==> config.mk <==
export PLATFORM = sky130hd
export DESIGN_NAME = datapath
export DESIGN_NICKNAME = d
export VERILOG_FILES = /design/src/mips_pkg.sv /design/src/reg_read_if.sv /design/src/fetch.sv /design/src/stage_reg.sv /design/src/decode.sv /design/src/bypass.sv /design/src/execute.sv /design/src/regfile.sv /design/src/datapath.sv
export SDC_FILE = /design/constraint.sdc
export NUM_CORES = 2
export LEC_CHECK = 0
export CAP_MARGIN = 40
export CORE_ASPECT_RATIO = 1.75
export CORE_MARGIN = 3
export CORE_UTILIZATION = 42
export CTS_CLUSTER_SIZE = 24
export DETAILED_ROUTE_END_ITERATION = 10
export DONT_BUFFER_PORTS = 1
export HOLD_SLACK_MARGIN = 0.03
export SLEW_MARGIN = 5
export SYNTH_ARGS = -nofsm -noshare
export SYNTH_HDL_FRONTEND = slang
export SYNTH_SLANG_ARGS = --single-unit
export TNS_END_PERCENT = 50
==> constraint.sdc <==
create_clock -name clk -period 9.2 [get_ports clk]
set_input_delay 0.46 -clock clk [delete_from_list [all_inputs] [get_ports clk]]
set_output_delay 0.46 -clock clk [all_outputs]
set_load 0.02 [all_outputs]
==> src/mips_pkg.sv <==
`default_nettype none

package mips_pkg;

    // ==================================================================
    // Basic types
    // ==================================================================
    typedef logic [31:0] word_t;
    typedef logic [4:0]  creg_addr_t;

    typedef enum logic [3:0] {
        ALU_ADD,
        ALU_SUB,
        ALU_AND,
        ALU_OR,
        ALU_XOR,
        ALU_NOR,
        ALU_SLT,
        ALU_SLTU,
        ALU_SLL,
        ALU_SRL,
        ALU_LUI
    } alu_op_t;

    localparam word_t RESET_PC = 32'hbfc0_0000;  // Boot ROM vector

    // ==================================================================
    // Opcode and funct encodings
    // ==================================================================
    localparam logic [5:0] OP_SPECIAL = 6'h00;
    localparam logic [5:0] OP_ADDIU   = 6'h09;
    localparam logic [5:0] OP_SLTI    = 6'h0a;
    localparam logic [5:0] OP_ANDI    = 6'h0c;
    localparam logic [5:0] OP_ORI     = 6'h0d;
    localparam logic [5:0] OP_XORI    = 6'h0e;
    localparam logic [5:0] OP_LUI     = 6'h0f;

    localparam logic [5:0] FN_SLL  = 6'h00;
    localparam logic [5:0] FN_SRL  = 6'h02;
    localparam logic [5:0] FN_ADDU = 6'h21;
    localparam logic [5:0] FN_SUBU = 6'h23;
    localparam logic [5:0] FN_AND  = 6'h24;
    localparam logic [5:0] FN_OR   = 6'h25;
    localparam logic [5:0] FN_XOR  = 6'h26;
    localparam logic [5:0] FN_NOR  = 6'h27;
    localparam logic [5:0] FN_SLT  = 6'h2a;
    localparam logic [5:0] FN_SLTU = 6'h2b;

    // ==================================================================
    // Stage payloads
    // ==================================================================
    typedef struct packed {
        logic  valid;
        word_t pc;
        word_t instr;
    } fetch_data_t;

    typedef struct packed {
        logic       valid;
        word_t      pc;
        alu_op_t    alu_op;
        word_t      srca;
        word_t      srcb;
        creg_addr_t dst;
        logic       we;
    } decode_data_t;

    typedef struct packed {
        logic       we;
        creg_addr_t addr;
        word_t      data;
    } rf_w_t;

    typedef struct packed {
        logic  valid;
        word_t pc;
        rf_w_t rfw;
    } exec_data_t;

    typedef rf_w_t bypass_upd_t;  // Counts only with we and addr != 0

endpackage

`default_nettype wire

==> src/reg_read_if.sv <==
`timescale 1ns/1ns
`default_nettype none

interface reg_read_if import mips_pkg::*; ();

    creg_addr_t raddr1;
    creg_addr_t raddr2;
    word_t      rdata1;
    word_t      rdata2;

    modport requester (output raddr1, output raddr2, input rdata1, input rdata2);
    modport responder (input raddr1, input raddr2, output rdata1, output rdata2);

endinterface

`default_nettype wire

==> src/fetch.sv <==
`timescale 1ns/1ns
`default_nettype none

module fetch import mips_pkg::*; #(
    parameter word_t RESET_PC_P = RESET_PC
) (
    input  logic        clk,
    input  logic        rst,
    input  logic        stall,
    input  logic        ihit,
    input  word_t       idata,
    output word_t       iaddr,
    output fetch_data_t out
);

    word_t pc;
    logic  take;

    assign take = ihit & ~stall;  // Word accepted this cycle

    always_ff @(posedge clk) begin
        if (rst) begin
            pc <= RESET_PC_P;
        end else if (take) begin
            pc <= pc + 32'd4;
        end
    end

    assign iaddr = pc;

    always_comb begin
        out.valid = take;
        out.pc    = pc;
        out.instr = idata;
    end

endmodule

`default_nettype wire

==> src/stage_reg.sv <==
`timescale 1ns/1ns
`default_nettype none

module stage_reg #(
    parameter type payload_t = logic
) (
    input  logic     clk,
    input  logic     rst,
    input  logic     stall,
    input  payload_t in,
    output payload_t out
);

    always_ff @(posedge clk) begin
        if (rst) begin
            out <= '0;  // Clears valid with the rest
        end else if (!stall) begin
            out <= in;
        end
    end

endmodule

`default_nettype wire

==> src/decode.sv <==
`timescale 1ns/1ns
`default_nettype none

module decode import mips_pkg::*; (
    input  fetch_data_t  in,
    output creg_addr_t   src1,
    output creg_addr_t   src2,
    input  word_t        opa,
    input  word_t        opb,
    output decode_data_t out
);

    logic [5:0]  opcode;
    creg_addr_t  rs;
    creg_addr_t  rt;
    creg_addr_t  rd;
    logic [4:0]  shamt;
    logic [5:0]  funct;
    logic [15:0] imm;

    alu_op_t op;
    logic    known;
    logic    is_shift;
    logic    use_imm;
    logic    sign_ext;
    logic    dst_rd;
    word_t   imm_ext;

    assign opcode = in.instr[31:26];
    assign rs     = in.instr[25:21];
    assign rt     = in.instr[20:16];
    assign rd     = in.instr[15:11];
    assign shamt  = in.instr[10:6];
    assign funct  = in.instr[5:0];
    assign imm    = in.instr[15:0];

    assign src1 = rs;
    assign src2 = rt;

    // ==================================================================
    // Format and operation select
    // ==================================================================
    always_comb begin
        op       = ALU_ADD;
        known    = 1'b1;
        is_shift = 1'b0;
        use_imm  = 1'b1;
        sign_ext = 1'b0;
        dst_rd   = 1'b0;
        case (opcode)
            OP_SPECIAL: begin
                use_imm = 1'b0;
                dst_rd  = 1'b1;
                case (funct)
                    FN_ADDU: op = ALU_ADD;
                    FN_SUBU: op = ALU_SUB;
                    FN_AND:  op = ALU_AND;
                    FN_OR:   op = ALU_OR;
                    FN_XOR:  op = ALU_XOR;
                    FN_NOR:  op = ALU_NOR;
                    FN_SLT:  op = ALU_SLT;
                    FN_SLTU: op = ALU_SLTU;
                    FN_SLL: begin
                        op       = ALU_SLL;
                        is_shift = 1'b1;
                    end
                    FN_SRL: begin
                        op       = ALU_SRL;
                        is_shift = 1'b1;
                    end
                    default: known = 1'b0;
                endcase
            end
            OP_ADDIU: begin
                op       = ALU_ADD;
                sign_ext = 1'b1;
            end
            OP_SLTI: begin
                op       = ALU_SLT;
                sign_ext = 1'b1;
            end
            OP_ANDI: op = ALU_AND;
            OP_ORI:  op = ALU_OR;
            OP_XORI: op = ALU_XOR;
            OP_LUI:  op = ALU_LUI;
            default: known = 1'b0;  // Retires as NOP
        endcase
    end

    assign imm_ext = sign_ext ? {{16{imm[15]}}, imm} : {16'h0000, imm};

    always_comb begin
        out.valid  = in.valid;
        out.pc     = in.pc;
        out.alu_op = op;
        out.srca   = is_shift ? {27'd0, shamt} : opa;
        out.srcb   = use_imm ? imm_ext : opb;
        out.dst    = dst_rd ? rd : rt;
        out.we     = known;
    end

endmodule

`default_nettype wire

==> src/bypass.sv <==
`timescale 1ns/1ns
`default_nettype none

module bypass import mips_pkg::*; (
    input  creg_addr_t  src1,
    input  creg_addr_t  src2,
    output word_t       opa,
    output word_t       opb,
    input  bypass_upd_t exec_upd,
    input  bypass_upd_t retire_upd,
    reg_read_if.requester rd
);

    function automatic logic hits(bypass_upd_t upd, creg_addr_t src);
        return upd.we && (upd.addr != '0) && (upd.addr == src);
    endfunction

    // Execute is the younger write, so it wins over retire
    function automatic word_t resolve(
        creg_addr_t  src,
        bypass_upd_t e_upd,
        bypass_upd_t r_upd,
        word_t       rf_data
    );
        word_t val;
        if (hits(e_upd, src)) begin
            val = e_upd.data;
        end else if (hits(r_upd, src)) begin
            val = r_upd.data;
        end else begin
            val = rf_data;
        end
        return val;
    endfunction

    assign rd.raddr1 = src1;
    assign rd.raddr2 = src2;

    assign opa = resolve(src1, exec_upd, retire_upd, rd.rdata1);
    assign opb = resolve(src2, exec_upd, retire_upd, rd.rdata2);

endmodule

`default_nettype wire

==> src/execute.sv <==
`timescale 1ns/1ns
`default_nettype none

module execute import mips_pkg::*; (
    input  decode_data_t in,
    output exec_data_t   out
);

    word_t result;

    // ==================================================================
    // ALU
    // ==================================================================
    always_comb begin
        case (in.alu_op)
            ALU_ADD:  result = in.srca + in.srcb;
            ALU_SUB:  result = in.srca - in.srcb;
            ALU_AND:  result = in.srca & in.srcb;
            ALU_OR:   result = in.srca | in.srcb;
            ALU_XOR:  result = in.srca ^ in.srcb;
            ALU_NOR:  result = ~(in.srca | in.srcb);
            ALU_SLT:  result = {31'd0, $signed(in.srca) < $signed(in.srcb)};
            ALU_SLTU: result = {31'd0, in.srca < in.srcb};
            ALU_SLL:  result = in.srcb << in.srca[4:0];  // srca holds shamt
            ALU_SRL:  result = in.srcb >> in.srca[4:0];
            ALU_LUI:  result = {in.srcb[15:0], 16'h0000};
            default:  result = '0;
        endcase
    end

    always_comb begin
        out.valid    = in.valid;
        out.pc       = in.pc;
        out.rfw.we   = in.valid & in.we & (in.dst != '0);
        out.rfw.addr = in.dst;
        out.rfw.data = result;
    end

endmodule

`default_nettype wire

==> src/regfile.sv <==
`timescale 1ns/1ns
`default_nettype none

module regfile import mips_pkg::*; (
    input  logic  clk,
    input  logic  rst,
    input  rf_w_t w,
    reg_read_if.responder rd
);

    word_t regs [32];

    always_ff @(posedge clk) begin
        if (rst) begin
            for (int i = 0; i < 32; i++) begin
                regs[i] <= '0;
            end
        end else if (w.we && (w.addr != '0)) begin
            regs[w.addr] <= w.data;
        end
    end

    // $zero is hardwired
    assign rd.rdata1 = (rd.raddr1 == '0) ? '0 : regs[rd.raddr1];
    assign rd.rdata2 = (rd.raddr2 == '0) ? '0 : regs[rd.raddr2];

endmodule

`default_nettype wire

==> src/datapath.sv <==
`timescale 1ns/1ns
`default_nettype none

module datapath import mips_pkg::*; (
    input  logic  clk,
    input  logic  rst,
    input  logic  freeze,
    input  logic  ihit,
    input  word_t idata,
    output word_t iaddr,
    output rf_w_t rfw,
    output word_t rt_pc,
    output logic  rt_valid
);

    fetch_data_t  fetch_out;
    fetch_data_t  dreg_out;
    decode_data_t dec_out;
    decode_data_t ereg_out;
    exec_data_t   exe_out;
    exec_data_t   rreg_out;

    creg_addr_t src1;
    creg_addr_t src2;
    word_t      opa;
    word_t      opb;

    reg_read_if rd_if ();

    // ==================================================================
    // Front end
    // ==================================================================
    fetch #(.RESET_PC_P(RESET_PC)) fetch (
        .clk(clk), .rst(rst), .stall(freeze),
        .ihit(ihit), .idata(idata), .iaddr(iaddr), .out(fetch_out)
    );

    stage_reg #(.payload_t(fetch_data_t)) dreg (
        .clk(clk), .rst(rst), .stall(freeze), .in(fetch_out), .out(dreg_out)
    );

    decode decode (
        .in(dreg_out), .src1(src1), .src2(src2), .opa(opa), .opb(opb), .out(dec_out)
    );

    bypass bypass (
        .src1(src1), .src2(src2), .opa(opa), .opb(opb),
        .exec_upd(exe_out.rfw), .retire_upd(rreg_out.rfw), .rd(rd_if.requester)
    );

    // ==================================================================
    // Back end
    // ==================================================================
    stage_reg #(.payload_t(decode_data_t)) ereg (
        .clk(clk), .rst(rst), .stall(freeze), .in(dec_out), .out(ereg_out)
    );

    execute execute (.in(ereg_out), .out(exe_out));

    stage_reg #(.payload_t(exec_data_t)) rreg (
        .clk(clk), .rst(rst), .stall(freeze), .in(exe_out), .out(rreg_out)
    );

    regfile regfile (.clk(clk), .rst(rst), .w(rreg_out.rfw), .rd(rd_if.responder));

    assign rfw      = rreg_out.rfw;
    assign rt_pc    = rreg_out.pc;
    assign rt_valid = rreg_out.valid;

endmodule

`default_nettype wire

==> out/qor.json <==
{
  "power_switching": {"value": 0.00421, "unit": "W"},
  "power.share.sequential": {"value": 46.4, "unit": "%"},
  "final_max_slew_viol_count": {"value": 21},
  "num_vias": {"value": 53400},
  "place.detailed.hpwl": {"value": 199, "unit": "mm"},
  "total_leakage_power": {"value": 28.7, "unit": "nW"},
  "worstSetupPathType": {"value": "flip-flop to flip-flop"},
  "final.setup_skew": {"value": 0.103, "unit": "ns"},
  "routabilityCongestion": {"value": 1.09},
  "synth_warnings": {"value": 0},
  "clkLatencyLatePin": {"value": 0.80, "unit": "ns"},
  "drt_first_iter_violations": {"value": 6020},
  "number_of_enable_flip_flop_cells_after_synthesis": {"value": 1024},
  "cp_data_required_time": {"value": 9.78, "unit": "ns"},
  "ys_async_sr_fraction": {"value": 0, "unit": "%"},
  "drtPass1Iterations": {"value": 6},
  "power_report.internal_total": {"value": 0.0103, "unit": "W"},
  "tightest_slew": {"value": 1.53, "unit": "ns"},
  "number_of_antenna_violations_at_the_first_check_in_global_routing": {"value": 30},
  "drive_above_1_share": {"value": 22.0, "unit": "%"},
  "drt_drc_violations_left": {"value": 0},
  "layout.cell_area.non_filler": {"value": 82900, "unit": "um2"},
  "finalCritPeriodShare": {"value": 54.8, "unit": "%"},
  "combinationalPowerShare": {"value": 17.2, "unit": "%"},
  "cts_tree": {"value": "built"},
  "tritoncts_num_sinks": {"value": 1301},
  "numCtsBuffers": {"value": 119},
  "synthDistinctLibCells": {"value": 97},
  "dominantRegCellSynth": {"value": "sky130_fd_sc_hd__edfxtp_1"},
  "share_clk_of_total_power": {"value": 36.4, "unit": "%"},
  "grt_first_pass_wirelength": {"value": 420, "unit": "mm"},
  "synthDominantCellAreaShare": {"value": 40.8, "unit": "%"},
  "worstHoldStart": {"value": "freeze"},
  "worst_slew_margin_rel": {"value": -2.00, "unit": "%"},
  "core.rowCount": {"value": 205},
  "grt_pass1_vias": {"value": 54800},
  "critPathArrivalTime": {"value": 5.62, "unit": "ns"},
  "synth_most_common_cell": {"value": "sky130_fd_sc_hd__edfxtp_1"},
  "clk_pin_slew_worst_paths": {"value": 0.10, "unit": "ns"},
  "ys_ff_latch": {"value": 1301},
  "core_area": {"value": 178000, "unit": "um2"},
  "cts_root_buf": {"value": "sky130_fd_sc_hd__clkbuf_16"},
  "r2r_start": {"value": "ereg.out[42]"},
  "count_of_buffers_inserted_at_the_top_level_ports": {"value": 0},
  "fin_worst_hold_slack": {"value": 0.111, "unit": "ns"},
  "dieArea": {"value": 185000, "unit": "um2"},
  "cp_slowest_stage_delay": {"value": 0.72, "unit": "ns"},
  "netlist.top_cell.by_area": {"value": "sky130_fd_sc_hd__edfxtp_1"},
  "synthTopCellsByCount": {"value": "1024 x sky130_fd_sc_hd__edfxtp_1, 979 x sky130_fd_sc_hd__and2_1, 676 x sky130_fd_sc_hd__mux4_2, 406 x sky130_fd_sc_hd__clkbuf_1, 394 x sky130_fd_sc_hd__nor2_1"},
  "number_of_instances_in_the_synthesized_netlist": {"value": 5873},
  "power.density": {"value": 175, "unit": "nW/um2"},
  "routed_wire_length_per_instance": {"value": 36.5, "unit": "um"},
  "postSynthAreaPerCell": {"value": 12.8, "unit": "um2"},
  "htree_num_levels": {"value": 3},
  "critical_path.slowest_cell": {"value": "sky130_fd_sc_hd__ha_1"},
  "critPathLaunchType": {"value": "flip-flop"},
  "post_cts_buffers": {"value": 0},
  "timing_hold_violations_final": {"value": 0},
  "fin_tns_setup": {"value": 0, "unit": "ns"},
  "seq_area_frac_synth": {"value": 48.2, "unit": "%"},
  "totalWireLength": {"value": 300, "unit": "mm"},
  "setup_repair_after_global_routing_missed_its_margin": {"value": "no"},
  "critical_path.startpoint": {"value": "ereg.out[42]"},
  "status": {"value": "finished, violations left"},
  "timing.critical_path.cells": {"value": "buf_4 > clkinv_1 > ha_1 > and2_1 > a221oi_2 > a21oi_1 > o32ai_2 > o31ai_1 > a2111oi_0 > nand4_1 > mux2i_1 > nor2_1"},
  "area_growth": {"value": 9.98, "unit": "%"},
  "cts_buffer_depth": {"value": 3},
  "max-vdd-ir-drop": {"value": 0.178, "unit": "mV"},
  "post_detailed_placement_cell_area": {"value": 78300, "unit": "um2"},
  "via_per_inst": {"value": 6.50},
  "route.antenna.remaining_nets": {"value": 0},
  "max_cap_violations": {"value": 0},
  "net_switching_fraction_of_the_power": {"value": 28.9, "unit": "%"},
  "die-width": {"value": 326, "unit": "um"},
  "synth.cell_area": {"value": 75400, "unit": "um2"},
  "floorplan.initialDensity": {"value": 42.3, "unit": "%"},
  "all_layer_gr_usage": {"value": 32.1, "unit": "%"},
  "holdCritPathClass": {"value": "primary input to flip-flop"},
  "grt_overflow": {"value": 0},
  "die_height": {"value": 566, "unit": "um"},
  "critPathCaptureType": {"value": "flip-flop"},
  "crit_path_max_fanout": {"value": 11},
  "final.min_clock_period": {"value": 5.04, "unit": "ns"},
  "post_synth_main_area_contributors": {"value": "sky130_fd_sc_hd__edfxtp_1 41%, sky130_fd_sc_hd__mux4_2 20%, sky130_fd_sc_hd__and2_1 8.1%, sky130_fd_sc_hd__dfxtp_1 7.4%, sky130_fd_sc_hd__mux2i_1 3.4%"},
  "clock.fmax": {"value": 198, "unit": "MHz"},
  "largest_net_degree_at_the_start_of_global_routing": {"value": 265},
  "violations": {"value": "max-slew violations"},
  "timing.final.setup_violations": {"value": 0},
  "floorplan.io_pins": {"value": 139},
  "finish.net_count": {"value": 5861}
}
registers in the layout (all words and copies together), names as in the netlist, named ones only:
register and cells:
ereg.out 105, dreg.out 63, regfile.regs 1024, fetch.iaddr 30, rreg.out 69
logic make-up (layout without fill, tap and decap cells):
group / count (synthesis) / after routing / share of synthesized area [%]
buf+inv: 689 / 602 / 3.70
flops: 1301 / 1301 / 48.2
fa+ha+maj: 106 / 106 / 1.78
mux: 979 / 979 / 24.3
simple gates: 1925 / 1925 / 14.0
xor+xnor: 48 / 48 / 0.558
other cells: 1 / 50 / 0.00498
compound gates: 824 / 824 / 7.46
path summary, 6_finish.rpt:
check / to / slack, ns / cells past startpoint
hold / removal: ereg.out[20] / 0.11 / 2
hold reg to reg: ereg.out[97] / 0.49 / 2
setup reg to reg: rreg.out[21] / 4.16 / 12
setup / recovery: rreg.out[21] / 4.16 / 12
power groups by stage:
stage	combinational [W]	sequential, W	clock [W]
2_1_floorplan	0.00152	0.00677	0
3_5_place_dp	0.00236	0.00687	0
4_1_cts	0.00244	0.00674	0.00535
3_3_place_gp	0.00236	0.00685	0
5_1_grt	0.00259	0.00677	0.00556
6_report	0.00250	0.00675	0.00530
layout make-up:
class,instances,area [um2]
fillers,15700,95400
multi-input cells,3918,36700
flip-flops and latches,1301,36300
clock buffers,145,3150
well taps,2380,2980
repair buffers,274,2350
clock inverters,78,916
inverters,105,394
diodes,14,35.0
routing by layer:
layer  part of all wire (%)  vias to the layer above  track usage, %
li1                       -                    22000               -
met1                     32                    27300            33.0
met2                     52                     2948            56.9
met3                    7.6                     1098            6.48
met4                    9.3                       18            25.0
met5                  0.038                        -               0
per-stage QoR:
step / std cells / total power, W / worst slack [ns] / utilization, %
2_1_floorplan: 5908 / 0.00830 / 5.00 / -
3_3_place_gp: 7905 / 0.00921 / 4.33 / 43.8
3_5_place_dp: 7928 / 0.00924 / 4.40 / 43.9
4_1_cts: 8190 / 0.0145 / 4.33 / 46.4
5_1_grt: 8205 / 0.0149 / 3.91 / 46.5
6_report: 8215 / 0.0145 / 4.16 / 46.5
worst max-delay path, delay by kind of cell, from the launching register on:
kind	cells	cell delay [ns]
flops	1	0.31
fa+ha+maj	1	0.72
mux	1	0.21
simple gates	3	0.57
buf+inv	2	0.79
compound gates	5	2.22
repair_timing:
| item | in CTS | in global routing |
|---|---|---|
| gates resized for setup | 0 | 0 |
| hold endpoints to repair | 276 | 0 |
| hold buffers | 39 | 0 |
| endpoints found under the setup margin | 0 | 0 |
placed cells by master, fill, tap and decap left out, types with 19 or more instances in the layout:
master | synthesis | routed
sky130_fd_sc_hd__clkinv_1 | 4 | 32
sky130_fd_sc_hd__mux4_2 | 676 | 676
sky130_fd_sc_hd__buf_4 | 13 | 203
sky130_fd_sc_hd__o21ai_0 | 152 | 152
sky130_fd_sc_hd__a221oi_1 | 45 | 45
sky130_fd_sc_hd__nor2_1 | 394 | 362
sky130_fd_sc_hd__dfxtp_1 | 277 | 261
sky130_fd_sc_hd__or3_1 | 19 | 19
sky130_fd_sc_hd__inv_1 | 98 | 97
sky130_fd_sc_hd__o211ai_1 | 36 | 36
sky130_fd_sc_hd__and2_1 | 979 | 979
sky130_fd_sc_hd__mux2i_1 | 254 | 254
sky130_fd_sc_hd__edfxtp_1 | 1024 | 1024
sky130_fd_sc_hd__nand4_1 | 21 | 21
sky130_fd_sc_hd__clkbuf_1 | 406 | 21
sky130_fd_sc_hd__nor3_1 | 84 | 84
sky130_fd_sc_hd__xor2_1 | 30 | 30
sky130_fd_sc_hd__a21oi_1 | 229 | 228
sky130_fd_sc_hd__mux2_2 | 45 | 45
sky130_fd_sc_hd__nor2_4 | 0 | 31
sky130_fd_sc_hd__a211oi_1 | 38 | 38
sky130_fd_sc_hd__dlygate4sd3_1 | 0 | 37
sky130_fd_sc_hd__a22oi_1 | 26 | 26
sky130_fd_sc_hd__a31oi_1 | 21 | 21
sky130_fd_sc_hd__nor2b_1 | 25 | 23
sky130_fd_sc_hd__conb_1 | 1 | 36
sky130_fd_sc_hd__nand3_1 | 52 | 52
sky130_fd_sc_hd__clkinv_2 | 0 | 19
sky130_fd_sc_hd__o221ai_1 | 21 | 21
sky130_fd_sc_hd__ha_1 | 104 | 104
sky130_fd_sc_hd__or2_2 | 40 | 40
sky130_fd_sc_hd__clkbuf_16 | 0 | 121
sky130_fd_sc_hd__nand2_1 | 189 | 188
sky130_fd_sc_hd__and3_1 | 25 | 25
Power figures use the tool's default switching activity.
